===== config.mk =====
export PLATFORM = sky130hd
export DESIGN_NAME = zx_paging
export DESIGN_NICKNAME = d
export VERILOG_FILES = /design/src/zx_paging_pkg.sv /design/src/zx_addr_map.sv /design/src/zx_page_regs.sv /design/src/zx_paging.sv /design/src/zx_port_decode.sv
export SDC_FILE = /design/constraint.sdc
export NUM_CORES = 1
export LEC_CHECK = 0
export BUFFER_PORTS_ARGS = -buffer_cell sky130_fd_sc_hd__clkbuf_2
export CORE_ASPECT_RATIO = 0.75
export CORE_MARGIN = 2
export CORE_UTILIZATION = 45
export DETAILED_ROUTE_END_ITERATION = 8
export HOLD_SLACK_MARGIN = 0.05
export PLACE_DENSITY_LB_ADDON = 0.25
export SLEW_MARGIN = 20
export SYNTH_ARGS = -nofsm -noshare
export SYNTH_HDL_FRONTEND = slang
export SYNTH_HIERARCHICAL = 1
export SYNTH_SLANG_ARGS = --single-unit

===== constraint.sdc =====
create_clock -name clk_sys -period 1.5 [get_ports clk_sys]
set_input_delay 0.075 -clock clk_sys [delete_from_list [all_inputs] [get_ports clk_sys]]
set_output_delay 0.075 -clock clk_sys [all_outputs]
set_load 0.1 [all_outputs]

===== src/zx_paging_pkg.sv =====
package zx_paging_pkg;

	// ==========================================================
	// Bus widths
	// ==========================================================

	typedef logic [15:0] cpu_addr_t;
	typedef logic [7:0]  cpu_data_t;

	// Bit 20 marks ROM space, ROM page sits in bits 17..14
	typedef logic [20:0] flat_addr_t;

	// 16 KB RAM pages
	typedef logic [5:0] ram_page_t;
	typedef logic [3:0] rom_page_t;

	// In-page offset width
	localparam int PAGE_BITS = 14;

	// Prefix of ROM addresses in the flat map
	localparam logic [2:0] ROM_SPACE = 3'b101;

	// ==========================================================
	// Machine type codes
	// ==========================================================

	// Unlisted codes behave as 128K
	typedef enum logic [2:0] {
		MACH_ZX128 = 3'd0,
		MACH_P1024 = 3'd1,
		MACH_ZX48  = 3'd3,
		MACH_PLUS3 = 3'd4
	} machine_t;

	// ==========================================================
	// +3 paging register (port 1FFD)
	// ==========================================================

	// Normal mode, ROM high bit selects the ROM pair
	typedef struct packed {
		logic [3:0] unused;
		logic       motor;
		logic       rom_hi;
		logic       unused_b1;
		logic       special;
	} plus3_norm_t;

	// Special mode, all four quarters are RAM
	typedef struct packed {
		logic [3:0] unused;
		logic       motor;
		logic [1:0] ram_cfg;
		logic       special;
	} plus3_spec_t;

	typedef union packed {
		plus3_norm_t norm;
		plus3_spec_t spec;
	} plus3_cfg_u;

endpackage


===== src/zx_addr_map.sv =====
`timescale 1ns/1ns

module zx_addr_map (
	input  zx_paging_pkg::cpu_addr_t   addr,
	input  logic                       mreq_rd,
	input  logic                       mreq_wr,
	input  zx_paging_pkg::cpu_data_t   page_reg,
	input  zx_paging_pkg::plus3_cfg_u  plus3_cfg,
	input  logic [2:0]                 page_ext,
	input  logic                       is_48,
	input  logic                       is_plus3,
	output zx_paging_pkg::flat_addr_t  mem_addr,
	output logic                       mem_rd,
	output logic                       mem_we,
	output logic                       screen_page,
	output logic                       motor
);

	logic [1:0]                           quarter;
	logic [zx_paging_pkg::PAGE_BITS-1:0]  offset;
	logic                                 special;
	logic                                 cfg_b1;
	logic                                 cfg_b0;
	logic                                 rom_sel;
	zx_paging_pkg::ram_page_t             ram_page;
	zx_paging_pkg::rom_page_t             rom_page;

	assign quarter = addr[15:zx_paging_pkg::PAGE_BITS];
	assign offset  = addr[zx_paging_pkg::PAGE_BITS-1:0];

	assign special = plus3_cfg.spec.special;
	assign cfg_b1  = plus3_cfg.spec.ram_cfg[1];
	assign cfg_b0  = plus3_cfg.spec.ram_cfg[0];

	// ==========================================================
	// ROM page select
	// ==========================================================

	// +3 has four ROMs, the rest pick from the 128K pair or 48K ROM
	assign rom_page = is_plus3
		? {2'b10, plus3_cfg.norm.rom_hi, page_reg[4]}
		: {is_48, 2'b11, is_48 | page_reg[4]};

	// ==========================================================
	// Quarter mapping
	// ==========================================================

	always_comb begin
		rom_sel  = 1'b0;
		ram_page = '0;
		if (special) begin
			// All-RAM configurations of the +3
			case (quarter)
				2'd0: ram_page = {3'b000, cfg_b1 | cfg_b0, 2'b00};
				2'd1: ram_page = {3'b000, cfg_b1 | cfg_b0, cfg_b1 & cfg_b0, 1'b1};
				2'd2: ram_page = {3'b000, cfg_b1 | cfg_b0, 2'b10};
				default: ram_page = {3'b000, cfg_b0 & ~cfg_b1, 2'b11};
			endcase
		end else begin
			case (quarter)
				2'd0: rom_sel = 1'b1;
				2'd1: ram_page = 6'd5;
				2'd2: ram_page = 6'd2;
				// Banked top quarter
				default: ram_page = {page_ext, page_reg[2:0]};
			endcase
		end
	end

	assign mem_addr = rom_sel
		? {zx_paging_pkg::ROM_SPACE, rom_page, offset}
		: {1'b0, ram_page, offset};

	// ROM is write protected
	assign mem_rd = mreq_rd;
	assign mem_we = mreq_wr & (special | addr[15] | addr[14]);

	assign screen_page = page_reg[3];
	assign motor       = plus3_cfg.norm.motor;

endmodule


===== src/zx_page_regs.sv =====
`timescale 1ns/1ns

module zx_page_regs (
	input  logic                      clk_sys,
	input  logic                      reset,
	input  zx_paging_pkg::cpu_data_t  data,
	input  logic                      wr_7ffd,
	input  logic                      wr_1ffd,
	input  logic                      wr_eff7,
	input  logic                      is_48,
	input  logic                      is_p1024,
	output zx_paging_pkg::cpu_data_t  page_reg,
	output zx_paging_pkg::plus3_cfg_u plus3_cfg,
	output logic [2:0]                page_ext,
	output logic                      paging_locked
);

	// Pentagon control, bit 2 drops back to 128K behaviour
	zx_paging_pkg::cpu_data_t eff7_reg;

	logic page_ok;
	logic ext_ok;

	// ==========================================================
	// Paging lock
	// ==========================================================

	// 48K never pages
	// 128K and +3 lock on 7FFD bit 5 until reset
	// Pentagon only locks once EFF7 bit 2 is set
	assign paging_locked = is_48
		| (~is_p1024 & page_reg[5])
		| (is_p1024 & eff7_reg[2] & page_reg[5]);

	assign page_ok = ~paging_locked;

	// Extension bits follow 7FFD only in full 1024K mode
	assign ext_ok = is_p1024 & ~eff7_reg[2];

	// ==========================================================
	// Register file
	// ==========================================================

	always_ff @(posedge clk_sys) begin
		if (reset) begin
			page_reg  <= '0;
			plus3_cfg <= '0;
			eff7_reg  <= '0;
			page_ext  <= 3'd0;
		end else begin
			if (wr_7ffd && page_ok) begin
				page_reg <= data;
				// Page bits 5..3 come from D5, D7, D6
				if (ext_ok) begin
					page_ext <= {data[5], data[7:6]};
				end
			end

			if (wr_1ffd && page_ok) begin
				plus3_cfg <= zx_paging_pkg::plus3_cfg_u'(data);
			end

			// EFF7 ignores the lock
			if (wr_eff7) begin
				eff7_reg <= data;
			end
		end
	end

endmodule


===== src/zx_paging.sv =====
`timescale 1ns/1ns

module zx_paging (
	input  logic                      clk_sys,
	input  logic                      reset,
	input  zx_paging_pkg::machine_t   machine,
	input  zx_paging_pkg::cpu_addr_t  addr,
	input  zx_paging_pkg::cpu_data_t  data,
	input  logic                      io_wr,
	input  logic                      mreq_rd,
	input  logic                      mreq_wr,
	output zx_paging_pkg::flat_addr_t mem_addr,
	output logic                      mem_rd,
	output logic                      mem_we,
	output logic                      screen_page,
	output logic                      motor,
	output logic                      paging_locked
);

	logic                      wr_7ffd;
	logic                      wr_1ffd;
	logic                      wr_eff7;
	logic                      is_48;
	logic                      is_plus3;
	logic                      is_p1024;
	zx_paging_pkg::cpu_data_t  page_reg;
	zx_paging_pkg::plus3_cfg_u plus3_cfg;
	logic [2:0]                page_ext;

	// Port writes and machine type
	zx_port_decode u_decode (
		.clk_sys  (clk_sys),
		.reset    (reset),
		.machine  (machine),
		.addr     (addr),
		.io_wr    (io_wr),
		.wr_7ffd  (wr_7ffd),
		.wr_1ffd  (wr_1ffd),
		.wr_eff7  (wr_eff7),
		.is_48    (is_48),
		.is_plus3 (is_plus3),
		.is_p1024 (is_p1024)
	);

	// Paging state
	zx_page_regs u_regs (
		.clk_sys       (clk_sys),
		.reset         (reset),
		.data          (data),
		.wr_7ffd       (wr_7ffd),
		.wr_1ffd       (wr_1ffd),
		.wr_eff7       (wr_eff7),
		.is_48         (is_48),
		.is_p1024      (is_p1024),
		.page_reg      (page_reg),
		.plus3_cfg     (plus3_cfg),
		.page_ext      (page_ext),
		.paging_locked (paging_locked)
	);

	// CPU address to flat memory address
	zx_addr_map u_map (
		.addr        (addr),
		.mreq_rd     (mreq_rd),
		.mreq_wr     (mreq_wr),
		.page_reg    (page_reg),
		.plus3_cfg   (plus3_cfg),
		.page_ext    (page_ext),
		.is_48       (is_48),
		.is_plus3    (is_plus3),
		.mem_addr    (mem_addr),
		.mem_rd      (mem_rd),
		.mem_we      (mem_we),
		.screen_page (screen_page),
		.motor       (motor)
	);

endmodule


===== src/zx_port_decode.sv =====
`timescale 1ns/1ns

module zx_port_decode (
	input  logic                     clk_sys,
	input  logic                     reset,
	input  zx_paging_pkg::machine_t  machine,
	input  zx_paging_pkg::cpu_addr_t addr,
	input  logic                     io_wr,
	output logic                     wr_7ffd,
	output logic                     wr_1ffd,
	output logic                     wr_eff7,
	output logic                     is_48,
	output logic                     is_plus3,
	output logic                     is_p1024
);

	logic io_wr_q;
	logic io_wr_rise;
	logic sel_7ffd;
	logic sel_1ffd;
	logic sel_eff7;

	// ==========================================================
	// Machine type, sampled while reset is held
	// ==========================================================

	always_ff @(posedge clk_sys) begin
		if (reset) begin
			case (machine)
				zx_paging_pkg::MACH_ZX48: begin
					{is_48, is_plus3, is_p1024} <= 3'b100;
				end
				zx_paging_pkg::MACH_PLUS3: begin
					{is_48, is_plus3, is_p1024} <= 3'b010;
				end
				zx_paging_pkg::MACH_P1024: begin
					{is_48, is_plus3, is_p1024} <= 3'b001;
				end
				// 128K, and unknown codes fall back to it
				default: begin
					{is_48, is_plus3, is_p1024} <= 3'b000;
				end
			endcase
		end
	end

	// ==========================================================
	// Port address decode
	// ==========================================================

	// 7FFD is partially decoded, +3 also needs A14
	assign sel_7ffd = ~addr[15] & ~addr[1] & (addr[14] | ~is_plus3);
	assign sel_1ffd = is_plus3 & (addr[15:12] == 4'b0001) & ~addr[1];
	assign sel_eff7 = is_p1024 & (&addr[15:13]) & ~addr[12] & ~addr[3];

	assign io_wr_rise = io_wr & ~io_wr_q;

	// One pulse per write cycle, however long io_wr stays high
	always_ff @(posedge clk_sys) begin
		if (reset) begin
			io_wr_q <= 1'b0;
			wr_7ffd <= 1'b0;
			wr_1ffd <= 1'b0;
			wr_eff7 <= 1'b0;
		end else begin
			io_wr_q <= io_wr;
			wr_7ffd <= io_wr_rise & sel_7ffd;
			wr_1ffd <= io_wr_rise & sel_1ffd;
			wr_eff7 <= io_wr_rise & sel_eff7;
		end
	end

endmodule

* Word-level counts from Yosys, hierarchy flattened
Index checks and enable logic that the tools add are counted.
** Operators by class
- Equal/unequal tests :: 6
- Reduce and logical (&&, ||, !) cells :: 5
- Multiplexer cells :: 10
- Bitwise gates (word level) :: 35
** Operators with widths (number)
- $mux 21 :: 1
- $and 1x1->1 :: 18
- $pmux 6 s3 :: 1
- $not 1->1 :: 10
- $pmux 3 s3 :: 1
- $or 1x1->1 :: 7
- $mux 6 :: 1
- $mux 1 :: 5
- $eq 4x1->1 const B :: 1
- $mux 4 :: 1
- $eq 3x1->1 const B :: 1
- $eq 3x2->1 const B :: 1
- $eq 3x3->1 const B :: 1
- $reduce_and 3->1 :: 1
- $eq 2x1->1 const B :: 1
- $eq 2x2->1 const B :: 1
- $logic_and 1x1->1 :: 2
- $logic_not 2->1 :: 1
- $reduce_and 2->1 :: 1
** Word-level totals
- Flip-flop bits (word level) :: 23
- Output and inout port bits :: 26
- Word-level logic and storage cells :: 67
- Input bits :: 32

* Longest topological paths before layout
- Word-level depth :: 7
- Depth in mapped cells :: 4
- Depth with buffers taken out :: 3

* Cells and area by module
Netlist, hierarchy kept.
** Modules (own cells, without submodules)
- zx_page_regs :: cells each 79, instances 1, seq. area each 400.4 sq um, area an instance 889.6 sq um
- zx_addr_map :: cells each 46, instances 1, seq. area each 0.0 sq um, area an instance 301.5 sq um
- zx_port_decode :: cells each 18, instances 1, seq. area each 170.2 sq um, area an instance 275.3 sq um

* Worst setup path before layout
OpenSTA, ideal clock, no wires.
- Path kind :: flip-flop to output port
- Start :: register u_decode.is_plus3
- End :: output mem_addr[15]
- Data required time :: 1425 ps
- Path slack :: -1419 ps
- Cell stages (with the launch flop) :: 4
- Buffers on the path :: 0
- Data arrival time :: 2844 ps
- Path through :: edfxtp_1 > inv_1 > nor2_1 > o311ai_1
** Between the ends
- Cells in the longest elaborated chain, start to end :: 2
** Ends and longest elaborated chain
- start: declaration :: line zx_port_decode.sv:13 : output logic is_plus3,
- start signal: assignment :: line zx_port_decode.sv:31 : {is_48, is_plus3, is_p1024} <= 3'b100;
- start signal: assignment :: line zx_port_decode.sv:34 : {is_48, is_plus3, is_p1024} <= 3'b010;
- start signal: assignment :: line zx_port_decode.sv:37 : {is_48, is_plus3, is_p1024} <= 3'b001;
- $mux 4 :: line zx_addr_map.sv:41 : ? {2'b10, plus3_cfg.norm.rom_hi, page_reg[4]}
- $mux 21 :: line zx_addr_map.sv:71 : ? {zx_paging_pkg::ROM_SPACE, rom_page, offset}
- end: declaration :: line zx_paging.sv:12 : output zx_paging_pkg::flat_addr_t mem_addr,
No other way between the ends.

* Worst setup path after layout
Ends and elaborated chain as after synthesis.

==> key figures <==
Worst setup path
  • Instance count on the critical path: 4
  • Worst r2r path cells: 3
  • CP Capture Type: output port
  • CP Data Required Time: 1.42 ns
  • Reg2reg setup slack: 0.16 ns
  • CP max FO: 3
  • Bufs and invs on worst path: 2
  • Critical Path Source Type: register
  • Slowest CP cell: edfxtp_1
  • Crit path DAT: 1.46 ns
  • Worst-path cell chain: inv_2 > nor2_2 > o311ai_4 > clkbuf_16
  • Setup CP Type: register to output port
  • Top cell family by delay on the critical path: flip-flops
  • CP max stage delay: 0.46 ns

Logic synthesis
  • Avg Inst Size Synth: 9.969 sq um
  • Synth Instances: 123
  • Syn Std Cell Area: 1226 sq um
  • Synthesized Nets: 155
  • Synth warnings: 6

Floorplanning
  • Die Y: 49.21 um
  • Die ar.: 3163 sq um
  • Width of the die: 64.28 um
  • Initial core utilization: 47.12%
  • Core Box Area: 2603 sq um
  • Row count: 16
  • Ports: 58

CTS
  • Clk_lat worst skew: 0.30 ns
  • TritonCTS clock tree: built
  • Clock Path Buffers: 2
  • Htree depth: 1
  • CTS root buf: clkbuf_4
  • Clock Sinks: 21
  • Clk slew on worst S/H paths: 0.11 ns
  • TritonCTS Buffers: 3

Timing
  • Worst-margin pin slew: 0.5600 ns
  • Final Max Tran Viols: 0
  • Max Clk Rate: 652.9 MHz
  • Period minus WS final: 1.532 ns
  • Worst Slack Setup Final: -0.03156 ns
  • Clk_skew: 0.001565 ns
  • Final hold vios: 0
  • RSZ-0062 raised after global routing: true
  • Final worst path period share: 102.1%
  • Final setup TNS: -0.03798 ns
  • Worst slew margin: 62.83%
  • Hold Worst Slack: 0.06447 ns
  • # setup viols final: 2

Detailed routing
  • Residual DRC: 0
  • Antenna-violating nets left: 0
  • Vias per Instance: 4.947
  • Initial DRC Count: 28
  • Vias: 930
  • Pre-antenna DRT Iters: 4
  • Wire per inst: 13.36 um
  • Drt total wl: 2.511 mm

Finish
  • Total Nets Final: 185
  • Final Instance Area: 1633 sq um
  • Fin cells: 188
  • Max reg flops: 6
  • Most frequent cells in the layout: clkbuf_2 (26), dfxtp_1 (17), mux2i_1 (14), dlygate4sd3_1 (11), nand2b_1 (9)
  • Fill cells: 209
  • Ratio of cells with drive above 1 in the final layout: 46.71%
  • Diodes inserted: 0
  • Area grow syn2layout: 33.16%
  • Commonest non-fill, non-tap cell in the layout: clkbuf_2

Worst hold path
  • Worst hold path type: input port to register
  • WHS Path Cells: 3

Placed design
  • HPWL reported at the end of detailed placement: 1.869 mm
  • Pre-CTS WS: 0.2019 ns
  • Port Buffer Count: 35
  • Placer Congestion: 0.7474
  • Dpl cells: 172
  • Dpl cell area: 1453 sq um

GRT
  • Grt ovf: 0
  • First-pass GRT wire length: 4.284 mm
  • Gr usage total: 17.75%
  • Antenna violations before repair: 0
  • Vias in the first global route: 916
  • Largest net degree at the start of global routing: 24

Pwr
  • LEAKAGE: 0.6623 nW
  • Cell area power density: 762.7 nW/um^2
  • Max IR drop VDD: 0.0004000 V

Outcome
  • Failing checks: negative setup slack
  • Status: finished, violations left

Job
  • Max-Cap Viols: 0
[power breakdown]
part	total, mW	internal [mW]	switching [mW]	leakage (nW)
clock network	0.265	0.0994	0.166	0.0177
registers	0.590	0.579	0.0108	0.175
logic	0.390	0.148	0.243	0.470
[cell type report]
type	instances	area, sq um	area share [%]
Clock buffer	3	22.52	1.379
Clock inverter	1	5.005	0.3065
Inverter	4	17.52	1.073
Multi-Input combinational cell	73	633.1	38.77
Sequential cell	21	454.2	27.82
Tap cell	36	45.04	2.759
Timing Repair Buffer	50	455.4	27.89
[metal layers]
layer	GRT usage [%]	vias to the layer above	part of all wire (%)
met5	0	-	0
met1	21.78	421	44
met2	28.30	37	47
met3	6.928	8	7.9
met4	6.383	0	1.7
li1	-	464	-
[timing repair]
action,in CTS,in global routing
pin swaps,0,2
hold endpoints to repair,10,1
setup buffers,1,0
setup endpoints to repair,5,5
resized for setup,1,8
hold buffers,10,1
[worst reg2reg max path, stage by stage, from the launching register on]
cell	delay, ns
edfxtp_1	0.49
nand2b_1	0.20
a21oi_2	0.35
mux2i_1	0.25
[path summary, 6_finish.rpt]
path	start	endpoint
worst max-delay path	u_decode/is_plus3$_DFFE_PP_	mem_addr[15]
worst min-delay path	data[1]	u_regs/plus3_cfg[1]$_SDFFE_PP0P_
worst max register to register	u_decode/is_48$_DFFE_PP_	u_regs/page_reg[1]$_SDFFE_PP0P_
worst min register to register	u_regs/plus3_cfg[3]$_SDFFE_PP0P_	u_regs/plus3_cfg[3]$_SDFFE_PP0P_
[per-stage QoR]
stage / utilization [%] / total power, mW
after floorplan: - / 0.9851
after global placement: 55.82 / 0.9545
after detailed placement: 55.82 / 0.9604
after CTS: 61.06 / 1.248
after global routing: 62.74 / 1.306
final: 62.74 / 1.245
No activity file was read; power rests on OpenSTA's default activity.
